`config.mk`:
```
export PLATFORM = sky130hd
export DESIGN_NAME = fpga_qla_top
export DESIGN_NICKNAME = d
export VERILOG_FILES = /design/src/design/qla_pkg.sv /design/src/design/reg_bus_if.sv /design/src/design/host_arbiter.sv /design/src/design/board_regs.sv /design/src/design/axis_regs.sv /design/src/design/safety_check.sv /design/src/design/fpga_qla_top.sv
export SDC_FILE = /design/constraint.sdc
export NUM_CORES = 1
export LEC_CHECK = 0
export ABC_AREA = 0
export BUFFER_PORTS_ARGS = -buffer_cell sky130_fd_sc_hd__buf_4
export CAP_MARGIN = 20
export CORE_AREA = 5 5 141 143
export CTS_BUF_LIST = sky130_fd_sc_hd__clkbuf_8
export DETAILED_ROUTE_END_ITERATION = 12
export DIE_AREA = 0 0 146 148
export PLACE_DENSITY = 0.79
export SYNTH_ARGS = -nofsm -noshare
export SYNTH_HDL_FRONTEND = slang
export SYNTH_SLANG_ARGS = --single-unit
```
`constraint.sdc`:
```
create_clock -name sysclk -period 3 [get_ports sysclk]
set_input_delay 0 -clock sysclk [delete_from_list [all_inputs] [get_ports sysclk]]
set_output_delay 0 -clock sysclk [all_outputs]
set_load 0.03 [all_outputs]
```
`src/design/qla_pkg.sv`:
```
/* shared definitions for the motor controller register core
   address fields, register offsets, status bit positions */
`default_nettype none

package qla_pkg;

    typedef logic [15:0] addr_t;   // register address
    typedef logic [31:0] data_t;   // register data
    typedef logic [15:0] adc_t;    // adc or dac sample
    typedef logic [3:0]  chan_t;   // channel field, addr[7:4]

    // address space, addr[15:12]
    typedef enum logic [3:0] {
        ADDR_MAIN = 4'd0
    } space_e;

    localparam int NUM_AXES = 4;   // axis channels 1..NUM_AXES

    // --------------------------------------------------
    // channel 0 board register offsets, addr[3:0]
    typedef enum logic [3:0] {
        REG_STATUS  = 4'd0,
        REG_VERSION = 4'd4
    } board_off_e;

    // per-axis register offsets, addr[3:0]
    typedef enum logic [3:0] {
        OFF_ADC_DATA = 4'd0,
        OFF_DAC_CTRL = 4'd1
    } axis_off_e;

    localparam data_t FW_VERSION = 32'h514C4131;  // "QLA1"

    // --------------------------------------------------
    // status register bit positions (lsb of each field)
    localparam int STAT_BOARD_ID = 24;  // [27:24], read only
    localparam int STAT_PWR_MASK = 19;  // write mask for pwr enable
    localparam int STAT_PWR_EN   = 18;
    localparam int STAT_AMP_MASK = 8;   // [11:8] on write
    localparam int STAT_SAFETY   = 8;   // [11:8] on read
    localparam int STAT_AMP_EN   = 0;   // [3:0]

endpackage

`default_nettype wire

```
`src/design/reg_bus_if.sv`:
```
/* internal register bus between the host arbiter and the register blocks
   zero-latency reads, single-cycle write strobe */
`timescale 1ns/1ns
`default_nettype none

interface reg_bus_if import qla_pkg::*; (
    input logic sysclk
);

    logic  wen;          // write strobe, one cycle per write
    addr_t waddr;
    data_t wdata;
    addr_t raddr;        // read address, data returned same cycle
    data_t chan0_rdata;  // board register read data
    data_t axis_rdata;   // axis register read data

    // arbiter drives the bus, collects read data
    modport arb (
        output wen, waddr, wdata, raddr,
        input  chan0_rdata, axis_rdata
    );

    modport board (
        input  sysclk, wen, waddr, wdata, raddr,
        output chan0_rdata
    );

    modport axis (
        input  sysclk, wen, waddr, wdata, raddr,
        output axis_rdata
    );

endinterface

`default_nettype wire

```
`src/design/host_arbiter.sv`:
```
/* merges the serial-link and network hosts onto the register bus
   and routes read data back by address space and channel */
`timescale 1ns/1ns
`default_nettype none

module host_arbiter import qla_pkg::*; (
    input  logic  sysclk,

    // serial-link host
    input  logic  fw_wen,
    input  addr_t fw_waddr,
    input  data_t fw_wdata,
    input  addr_t fw_raddr,

    // network host
    input  logic  eth_wen,
    input  addr_t eth_waddr,
    input  data_t eth_wdata,
    input  addr_t eth_raddr,
    input  logic  eth_read_en,  // level, network host owns raddr

    output data_t reg_rdata,    // shared by both hosts

    reg_bus_if.arb bus
);

    chan_t rchan;  // channel of current read

    // --------------------------------------------------
    // write path
    // network host wins a same-cycle collision, serial write is dropped
    assign bus.waddr = eth_wen ? eth_waddr : fw_waddr;
    assign bus.wdata = eth_wen ? eth_wdata : fw_wdata;
    assign bus.wen   = fw_wen | eth_wen;

    // --------------------------------------------------
    // read path
    assign bus.raddr = eth_read_en ? eth_raddr : fw_raddr;
    assign rchan     = bus.raddr[7:4];

    always_comb begin
        reg_rdata = '0;                          // unmapped reads return zero
        if (bus.raddr[15:12] == ADDR_MAIN) begin
            if (rchan == chan_t'(0))
                reg_rdata = bus.chan0_rdata;     // board registers
            else if (rchan <= chan_t'(NUM_AXES))
                reg_rdata = bus.axis_rdata;      // axis 1..4
        end
    end

    // a write strobe must come with a clean address from whichever host won
    a_waddr_known: assert property (
        @(posedge sysclk) bus.wen |-> !$isunknown(bus.waddr)
    ) else $error("register write with unknown address");

endmodule

`default_nettype wire

```
`src/design/board_regs.sv`:
```
/* channel 0 board registers: status, power and amplifier enables, version
   amp outputs are gated by power and by the per-axis safety latches */
`timescale 1ns/1ns
`default_nettype none

module board_regs import qla_pkg::*; (
    input  logic                rst,
    input  logic [3:0]          wenid,           // rotary switch, read inverted
    input  logic [NUM_AXES-1:0] safety_disable,  // latched trips per axis
    output logic                pwr_en,
    output logic [NUM_AXES-1:0] amp_en,
    output logic [NUM_AXES-1:0] clear_disable,   // one-cycle pulse per axis

    reg_bus_if.board bus
);

    logic [NUM_AXES-1:0] amp_en_r;   // raw amp enables, before gating
    logic                status_wen;
    logic                pwr_set;    // write turns power on
    logic [NUM_AXES-1:0] amp_set;    // write turns these amps on
    data_t               status_word;

    assign status_wen = bus.wen
                      && (bus.waddr[15:12] == ADDR_MAIN)
                      && (bus.waddr[7:4] == 4'd0)
                      && (bus.waddr[3:0] == REG_STATUS);

    assign pwr_set = bus.wdata[STAT_PWR_MASK] & bus.wdata[STAT_PWR_EN];
    assign amp_set = bus.wdata[STAT_AMP_MASK +: NUM_AXES]
                   & bus.wdata[STAT_AMP_EN +: NUM_AXES];

    // --------------------------------------------------
    // enable registers
    always_ff @(posedge bus.sysclk) begin
        if (rst) begin
            pwr_en        <= 1'b0;
            amp_en_r      <= '0;
            clear_disable <= '0;
        end else begin
            clear_disable <= '0;
            if (status_wen) begin
                if (bus.wdata[STAT_PWR_MASK])
                    pwr_en <= bus.wdata[STAT_PWR_EN];
                for (int i = 0; i < NUM_AXES; i++) begin
                    if (bus.wdata[STAT_AMP_MASK + i])           // masked bits only
                        amp_en_r[i] <= bus.wdata[STAT_AMP_EN + i];
                end
                // power on re-arms every axis
                clear_disable <= {NUM_AXES{pwr_set}} | amp_set;
            end
        end
    end

    assign amp_en = amp_en_r & {NUM_AXES{pwr_en}} & ~safety_disable;

    // --------------------------------------------------
    // read mux
    always_comb begin
        status_word = '0;
        status_word[STAT_BOARD_ID +: 4]        = ~wenid;
        status_word[STAT_PWR_EN]               = pwr_en;
        status_word[STAT_SAFETY +: NUM_AXES]   = safety_disable;
        status_word[STAT_AMP_EN +: NUM_AXES]   = amp_en_r;      // raw, not gated
    end

    always_comb begin
        case (board_off_e'(bus.raddr[3:0]))
            REG_STATUS:  bus.chan0_rdata = status_word;
            REG_VERSION: bus.chan0_rdata = FW_VERSION;
            default:     bus.chan0_rdata = '0;
        endcase
    end

    // no amplifier drive without board power
    a_amp_needs_pwr: assert property (
        @(posedge bus.sysclk) disable iff (rst) !pwr_en |-> (amp_en == '0)
    ) else $error("amplifier enabled while power is off");

endmodule

`default_nettype wire

```
`src/design/axis_regs.sv`:
```
/* per-axis registers, channels 1..NUM_AXES
   dac current commands are written here, adc feedback is read back */
`timescale 1ns/1ns
`default_nettype none

module axis_regs import qla_pkg::*; (
    input  logic                 rst,
    input  adc_t [NUM_AXES-1:0]  cur_fb,   // current feedback
    input  adc_t [NUM_AXES-1:0]  pot_fb,   // pot feedback
    output adc_t [NUM_AXES-1:0]  cur_cmd,  // dac current commands

    reg_bus_if.axis bus
);

    localparam int IDX_W = $clog2(NUM_AXES);

    chan_t            wchan;
    chan_t            rchan;
    logic [IDX_W-1:0] widx;   // axis n lives at index n-1
    logic [IDX_W-1:0] ridx;
    logic             dac_wen;

    assign wchan = bus.waddr[7:4];
    assign rchan = bus.raddr[7:4];
    assign widx  = IDX_W'(wchan - chan_t'(1));
    assign ridx  = IDX_W'(rchan - chan_t'(1));

    assign dac_wen = bus.wen
                   && (bus.waddr[15:12] == ADDR_MAIN)
                   && (wchan != chan_t'(0))
                   && (wchan <= chan_t'(NUM_AXES))
                   && (bus.waddr[3:0] == OFF_DAC_CTRL);

    // --------------------------------------------------
    // dac command registers
    always_ff @(posedge bus.sysclk) begin
        if (rst) begin
            cur_cmd <= '0;                       // zero current out of reset
        end else if (dac_wen) begin
            cur_cmd[widx] <= bus.wdata[15:0];
        end
    end

    // --------------------------------------------------
    // readback, channel range is checked by the arbiter
    always_comb begin
        case (axis_off_e'(bus.raddr[3:0]))
            OFF_ADC_DATA: bus.axis_rdata = {pot_fb[ridx], cur_fb[ridx]};
            OFF_DAC_CTRL: bus.axis_rdata = {16'h0000, cur_cmd[ridx]};
            default:      bus.axis_rdata = '0;
        endcase
    end

endmodule

`default_nettype wire

```
`src/design/safety_check.sv`:
```
/* over-current monitor for one axis
   trips when feedback stays above twice the command, latched until cleared */
`timescale 1ns/1ns
`default_nettype none

module safety_check import qla_pkg::*; #(
    parameter int SAFETY_CYCLES = 8   // consecutive over-limit cycles to trip
) (
    input  logic sysclk,
    input  logic rst,
    input  adc_t cur_in,         // measured current
    input  adc_t dac_in,         // commanded current
    input  logic clear_disable,  // re-arm after trip
    output logic amp_disable
);

    localparam int CNT_W = (SAFETY_CYCLES > 1) ? $clog2(SAFETY_CYCLES + 1) : 1;

    typedef enum logic [1:0] {
        MONITOR,
        COUNTING,
        TRIPPED
    } safety_state_e;

    safety_state_e    state;
    logic [CNT_W-1:0] cnt;        // over-limit cycles seen so far
    logic             over_limit;

    // 17-bit compare, 2*dac must not wrap
    assign over_limit = {1'b0, cur_in} > {dac_in, 1'b0};

    always_ff @(posedge sysclk) begin
        if (rst) begin
            state <= MONITOR;
            cnt   <= '0;
        end else begin
            case (state)
                MONITOR: begin
                    cnt <= CNT_W'(1);
                    if (over_limit)
                        state <= COUNTING;
                end
                COUNTING: begin
                    if (!over_limit) begin
                        state <= MONITOR;         // glitch, start over
                    end else if (cnt >= CNT_W'(SAFETY_CYCLES - 1)) begin
                        state <= TRIPPED;
                    end else begin
                        cnt <= cnt + 1'b1;
                    end
                end
                TRIPPED: begin
                    if (clear_disable)
                        state <= MONITOR;         // held until host re-enables
                end
                default: state <= MONITOR;
            endcase
        end
    end

    assign amp_disable = (state == TRIPPED);

    a_disable_is_tripped: assert property (
        @(posedge sysclk) disable iff (rst) amp_disable |-> (state == TRIPPED)
    ) else $error("amp_disable outside TRIPPED");

    // trip is sticky, only clear_disable releases it
    a_trip_sticky: assert property (
        @(posedge sysclk) disable iff (rst) (amp_disable && !clear_disable) |=> amp_disable
    ) else $error("safety latch released without clear");

endmodule

`default_nettype wire

```
`src/design/fpga_qla_top.sv`:
```
/* register core of the four-axis motor controller
   two hosts share one register bus, per-axis over-current checks gate the amps */
`timescale 1ns/1ns
`default_nettype none

module fpga_qla_top import qla_pkg::*; #(
    parameter int SAFETY_CYCLES = 8
) (
    input  logic                sysclk,
    input  logic                rst,
    input  logic [3:0]          wenid,       // rotary switch

    // serial-link host
    input  logic                fw_wen,
    input  addr_t               fw_waddr,
    input  data_t               fw_wdata,
    input  addr_t               fw_raddr,

    // network host
    input  logic                eth_wen,
    input  addr_t               eth_waddr,
    input  data_t               eth_wdata,
    input  addr_t               eth_raddr,
    input  logic                eth_read_en,

    output data_t               reg_rdata,

    input  adc_t [NUM_AXES-1:0] adc_cur,     // current feedback per axis
    input  adc_t [NUM_AXES-1:0] adc_pot,     // pot feedback per axis
    output adc_t [NUM_AXES-1:0] dac_cmd,
    output logic                pwr_en,
    output logic [NUM_AXES-1:0] amp_en
);

    logic [NUM_AXES-1:0] safety_disable;  // trips, into board regs
    logic [NUM_AXES-1:0] clear_disable;   // re-arm pulses, from board regs

    reg_bus_if u_bus (.sysclk(sysclk));

    // --------------------------------------------------
    host_arbiter u_arb (
        .sysclk      (sysclk),
        .fw_wen      (fw_wen),
        .fw_waddr    (fw_waddr),
        .fw_wdata    (fw_wdata),
        .fw_raddr    (fw_raddr),
        .eth_wen     (eth_wen),
        .eth_waddr   (eth_waddr),
        .eth_wdata   (eth_wdata),
        .eth_raddr   (eth_raddr),
        .eth_read_en (eth_read_en),
        .reg_rdata   (reg_rdata),
        .bus         (u_bus.arb)
    );

    board_regs u_board (
        .rst            (rst),
        .wenid          (wenid),
        .safety_disable (safety_disable),
        .pwr_en         (pwr_en),
        .amp_en         (amp_en),
        .clear_disable  (clear_disable),
        .bus            (u_bus.board)
    );

    axis_regs u_axis (
        .rst     (rst),
        .cur_fb  (adc_cur),
        .pot_fb  (adc_pot),
        .cur_cmd (dac_cmd),
        .bus     (u_bus.axis)
    );

    // --------------------------------------------------
    // one over-current check per axis, axis n at index n-1
    for (genvar n = 1; n <= NUM_AXES; n++) begin : u_safety
        safety_check #(
            .SAFETY_CYCLES (SAFETY_CYCLES)
        ) u_check (
            .sysclk        (sysclk),
            .rst           (rst),
            .cur_in        (adc_cur[n-1]),
            .dac_in        (dac_cmd[n-1]),
            .clear_disable (clear_disable[n-1]),
            .amp_disable   (safety_disable[n-1])
        );
    end

endmodule

`default_nettype wire

```
# Yosys cells after proc, flatten, opt, wreduce, memory -nomap -nowiden
# Index checks and enable logic that the tools add are counted.
[op_classes] muxes=49 reduce_logical=36 add_sub_neg=6 n_lt_le_gt_ge=13 n_eq_ne=31 n_bitwise=9
[op_table] operator="binary-select mux 16 bit (select 2 bit)" count=3
[op_table] operator="2-to-1 mux 16 bit" count=6
[op_table] operator="2-to-1 mux 32 bit" count=3
[op_table] operator="greater-than comparator 16 x 17 -> 1 bit" count=4
[op_table] operator="bitwise mux 64 bit" count=1
[op_table] operator="case mux 32 bit (2 select lines)" count=1
[op_table] operator="case mux 31 bit (2 select lines)" count=1
[op_table] operator="demux 16 bit (select 2 bit)" count=1
[op_table] operator="2-to-1 mux 2 bit" count=16
[op_table] operator="2-to-1 mux 4 bit" count=8
[op_table] operator="case mux 4 bit (2 select lines)" count=4
[op_table] operator="zero test 4 bit" count=6
[op_table] operator="case mux 2 bit (3 select lines)" count=4
[op_table] operator="AND reduction 3 bit" count=8
[op_table] operator="2-to-1 mux 20 bit" count=1
[op_table] operator="adder 4 x 1 -> 4 bit, second input constant" count=4
[op_table] operator=">= comparator 4 x 3 -> 1 bit, second input constant" count=4
[op_table] operator="!= test 2 x 1 -> 1 bit, second input constant" count=8
[op_table] operator="!= test 2 bit, second input constant" count=8
[op_table] operator="AND 4 bit" count=3
[op_table] operator="!= test 3 bit, second input constant" count=4
[op_table] operator="AND reduction 2 bit" count=5
[op_table] operator="== test 2 x 1 -> 1 bit, second input constant" count=4
[op_table] operator="== test 2 bit, second input constant" count=4
[op_table] operator="16 further kinds" count=33
[totals] out_inout_bits=101 register_bits=97 word_cells=162

# Depth between registers and ports, before layout
[depth] ltp_word=8 ltp_mapped=11 mapped_depth_nobuf=9

# Modules after synthesis
# From an unflattened synthesis, not the netlist that was laid out.
[hier_totals] cells_unflattened=970 area_unflattened_um2=9266.4
[by_module_without_submodules] module="axis_regs" area_per_inst_um2=4031.4 instances=1 seq_area_each_um2=1281.2 cells_each=328
[by_module_without_submodules] module="safety_check at u_safety[1].u_check ..." area_per_inst_um2=710.7 instances=3 seq_area_each_um2=120.1 cells_each=87
[by_module_without_submodules] module="host_arbiter" area_per_inst_um2=1660.3 instances=1 seq_area_each_um2=0.0 cells_each=199
[by_module_without_submodules] module="board_regs" area_per_inst_um2=743.2 instances=1 seq_area_each_um2=180.2 cells_each=94
[by_module_without_submodules] module="safety_check at u_safety[4].u_check" area_per_inst_um2=699.4 instances=1 seq_area_each_um2=120.1 cells_each=88

# Worst setup path after synthesis
# Ideal clock, no wire load.
[synth_path] path_type="input to output" start="in eth_read_en" end="out reg_rdata[7]" setup_slack_ns=0.259 stages=10 t_arrival_ns=2.741 required_ns=3.000 path_buffers=5 cell_sequence="buf_4 -> mux2i_4 -> buf_2 -> ha_1 -> clkbuf_1 -> clkbuf_1 -> clkbuf_1 -> mux4_2 -> mux2i_1 -> nor3_1"
[synth_between] elab_chain_len=8 word_cells_on_any_way=15 classes_between="1 x add/sub; 1 x order compare; 1 x eq/ne; 9 x mux; 3 x reduce/logical"
[synth_rtl] element="start, declared" line="fpga_qla_top.sv:24" rtl="input logic eth_read_en,"
[synth_rtl] element="2-to-1 mux 16 bit (*)" line="host_arbiter.sv:38" rtl="assign bus.raddr = eth_read_en ? eth_raddr : fw_raddr;"
[synth_rtl] element="subtractor 2 x 1 -> 2 bit" line="axis_regs.sv:26" rtl="assign ridx = IDX_W'(rchan - chan_t'(1));"
[synth_rtl] element="binary-select mux 16 bit (select 2 bit) (on tied branches)" line="axis_regs.sv:49, axis_regs.sv:48"
[synth_rtl] element="2-to-1 mux 16 bit (on tied branches)" line="axis_regs.sv:49, axis_regs.sv:48"
[synth_rtl] element="case mux 32 bit (2 select lines)" line="axis_regs.sv:47" rtl="case (axis_off_e'(bus.raddr[3:0]))"
[synth_rtl] element="2-to-1 mux 32 bit" line="host_arbiter.sv:46" rtl="else if (rchan <= chan_t'(NUM_AXES))"
[synth_rtl] element="2-to-1 mux 32 bit" line="host_arbiter.sv:44" rtl="if (rchan == chan_t'(0))"
[synth_rtl] element="2-to-1 mux 32 bit (*)" line="host_arbiter.sv:43" rtl="if (bus.raddr[15:12] == ADDR_MAIN) begin"
[synth_rtl] element="end, declared" line="fpga_qla_top.sv:26" rtl="output data_t reg_rdata,"
# Mark *: on every way between the ends. The rest lies on a longest branch, timed or not. The select of a mux whose other input is x is not followed.

# Final worst setup path
[layout_path] start="reg u_axis.cur_cmd[62] in the netlist's numbering" end="reg u_safety[4].u_check.cnt[3]"
[layout_between] elab_chain_len=3
[layout_rtl] element="start, declared" line="axis_regs.sv:10" rtl="output adc_t [NUM_AXES-1:0] cur_cmd,"
[layout_rtl] element="start signal, assigned by index" line="axis_regs.sv:40" rtl="cur_cmd[widx] <= bus.wdata[15:0];"
[layout_rtl] element="greater-than comparator 16 x 17 -> 1 bit" line="safety_check.sv:30" rtl="assign over_limit = {1'b0, cur_in} > {dac_in, 1'b0};"
[layout_rtl] element="!= test 2 x 1 -> 1 bit (no source line)"
[layout_rtl] element="AND reduction 3 bit (no source line)"
[layout_rtl] element="end signal, assigned" line="safety_check.sv:49" rtl="cnt <= cnt + 1'b1;"
[layout_rtl] element="end, declared" line="safety_check.sv:26" rtl="logic [CNT_W-1:0] cnt;"
# No other way between the ends.
# A chain may end at the register's enable or synchronous reset.

==> out/results.ini <==
[routing]
drcViolationCount=0
vias=8148
via_per_inst=5.83
dr.pass1.iters=5
post_drt_wl_per_cell_um=22.3
ant_nets=0
first_iter_violations=735
totalWireLength_mm=31.1

[sta]
maxSlewViolCount=0
fin_crit_sh=0.870
rsz0062_at_grt=no
final.setup.tns_ns=0
tightest_slew_ns=0.760
fin_crit_ns=2.61
slew_headroom=0.488
fmax_mhz=383
hold_viol=0
clock-skew-final_ns=0.0113
setup_violations=0
fin_ws_ns=0.390

[cts]
clock_latency_ns=0.39
post_cts_buffers=0
post_cts_resized=0
cts_root_buffer=clkbuf_8
tritoncts=built
cts-buffers-inserted=9
cts_max_level=3
clk_pin_slew_ns=0.11
clock_path_buffers=2
clock_sinks=97
postCtsHoldBufs=9

[floorplanning]
die_x_um=146
ioPinCount=366
start_util=0.414
dieArea_mm2=0.0216
core_mm2=0.0185
die_h_um=148
fp-row-count=50

[logic_synthesis]
synth_compound_area_frac=0.179
synth_adder_area_share=0.106
synth_ff_type=dfxtp_1
synth_top_area_share=0.254
synth_top_family_by_area=multiplexers
syn-num-nets=1177
synth-edff-count=0
synth-seq-cells=97
ys_types=64
synth_area_mm2=0.00764
synth.mux.area_fraction=0.209
yosysWarnings=0
async_reset_ff_frac=0
syn_inst=847
synth_area_per_cell_um2=9.02
synthTopCellsByArea=dfxtp_1, mux4_2, ha_1, nor2_1, a211oi_1
yosysTopAreaCell=dfxtp_1
yosys.area_share.xor_xnor=0
synth_simple_gate_area_frac=0.183
seq_area_frac_synth=0.254

[grt]
antenna_found_initial=4
grt_pass1_vias=7872
grt_pass1_wl_mm=45.9
grt_max_degree=51
grt-ovfl-total=0
grt_use_total=0.277

[critical_path]
crit_start=u_axis.cur_cmd[62]
cp.required_ns=3.29
crit_type=reg2reg
r2r-start=u_axis.cur_cmd[62]
endpoint=u_safety[4].u_check.cnt[3]
startpoint_type=flop
ff2ff_path_depth=8
worst-r2r-setup-slack_ns=0.39
worst_ep_arrival_time_ns=2.90
r2r-end=u_safety[4].u_check.cnt[3]
crit_path_end_kind=flop
worstPathMaxFanout=4

[layout]
multi_input_area_mm2=0.00517
fin_nets=1489
diodes=0
fin_area_mm2=0.0105
area_delta_synth_final_pct=38.0
nFillCells=1690
drive_gt1_frac=0.385
register_area_mm2=0.00194

[run_status]
outcome=completed

[placement]
dp_hpwl_mm=25.4
gp_congestion=0.954
io_buffers=321
place_area_mm2=0.0102
preCtsSetupSlack_ns=0.480

[hold_path]
holdCritStartpoint=fw_wdata[13]
worstHoldPathType=in2reg

[pwr]
leakage_nw=4.46
vdd_ir_drop_max_v=0.000270
p_total_mw=3.12
p_per_area_mw_per_mm2=296

[run]
maxCapViolCount=0

[sequential cells by signal, indices dropped and copies added (netlist names)]
name                    flops
u_axis.cur_cmd             64
u_board.amp_en_r            4
u_safety.u_check.state      8
u_board.clear_disable       4
u_board.pwr_en              1
u_safety.u_check.cnt       16
[area by class of cell]
type / instances / area share
Sequential cell: 97 / 0.184
Inverter: 71 / 0.0253
Clock buffer: 9 / 0.0117
Tap cell: 234 / 0.0278
Clock inverter: 7 / 0.00795
Multi-Input combinational cell: 630 / 0.491
Timing Repair Buffer: 350 / 0.253
[synth_stat cells (all sizes together) (2+ instances only)]
cell       n
a2bb2oi    2
nand3      7
nor3b      6
ha        65
o22ai      4
clkbuf    25
o32ai      2
nand4      4
a22oi      6
nand3b     6
nand2     44
mux4      46
nor4b      3
or3       10
nand2b    10
and3       9
mux2      20
a21o      10
a31oi      7
nand4b     6
buf       24
a22o       3
inv       71
nor2b      4
and2      10
o21ai     12
nor4       8
nor3      27
nor2     115
and3b      2
o21a       9
a221oi    15
dfxtp     97
a21oi     57
mux2i     32
a211oi    56
a221o      2
[worst min path at each step]
stage / end / slack, ns / cells past startpoint
3_3_place_gp: reg_rdata[24] / 0.38 / 4
4_1_cts: u_axis.cur_cmd[13] / 0.005 / 3
6_report: u_axis.cur_cmd[13] / 0.01 / 3
5_1_grt: u_axis.cur_cmd[13] / 0.02 / 3
3_5_place_dp: reg_rdata[24] / 0.40 / 4
2_1_floorplan: u_safety[4].u_check.state[0] / 0.18 / 2
[worst max-delay path: stages, from the launching register on]
cell      delay [ns]
dfxtp_1         0.44
inv_1           0.08
ha_1            0.34
nand4b_4        0.14
nor4_1          0.48
a221o_1         0.31
nand2_1         0.09
or3_1           0.33
o41ai_1         0.31
[logic make-up (layout without fill, tap and decap cells)]
| family | after synthesis | in the layout |
|---|---|---|
| AO/OA/AOI/OAI | 193 | 193 |
| buffers and inverters | 120 | 437 |
| flip-flops | 97 | 97 |
| adder cells (fa/ha/maj) | 65 | 65 |
| AND/OR/NAND/NOR | 274 | 274 |
| multiplexers | 98 | 98 |
[where the power goes]
part / total, mW / internal, mW / switching (mW)
logic: 0.864 / 0.463 / 0.401
registers: 1.31 / 1.30 / 0.0159
clock network: 0.938 / 0.402 / 0.536
[cell usage in the layout, fill, tap and decap left out, types with 10 or more instances in the layout]
cell and instances:
buf_4 340, mux2_2 20, a211oi_1 48, nand2b_1 10
mux4_2 46, a21o_1 10, nor2_1 113, dfxtp_1 97
nand2_1 44, a21oi_1 57, nor3_1 25, inv_1 71
ha_1 64, a221oi_1 13, and2_1 10, mux2i_1 31
o21ai_0 12
[per-layer routing]
layer / GRT usage / share of wire / vias up
met3: 0.0999 / 0.12 / 70
met2: 0.447 / 0.46 / 453
met1: 0.350 / 0.39 / 3848
li1: - / - / 3769
met5: 0 / 0.0017 / -
met4: 0.0842 / 0.030 / 8
[metrics by stage]
step / util / cells / hold WS [ns]
2_1_floorplan: - / 847 / 0.182
3_3_place_gp: 0.555 / 1372 / 0.384
3_5_place_dp: 0.555 / 1372 / 0.401
4_1_cts: 0.571 / 1397 / 0.00534
5_1_grt: 0.571 / 1398 / 0.0207
6_report: 0.571 / 1398 / 0.0150
Power figures use the tool's default switching activity.
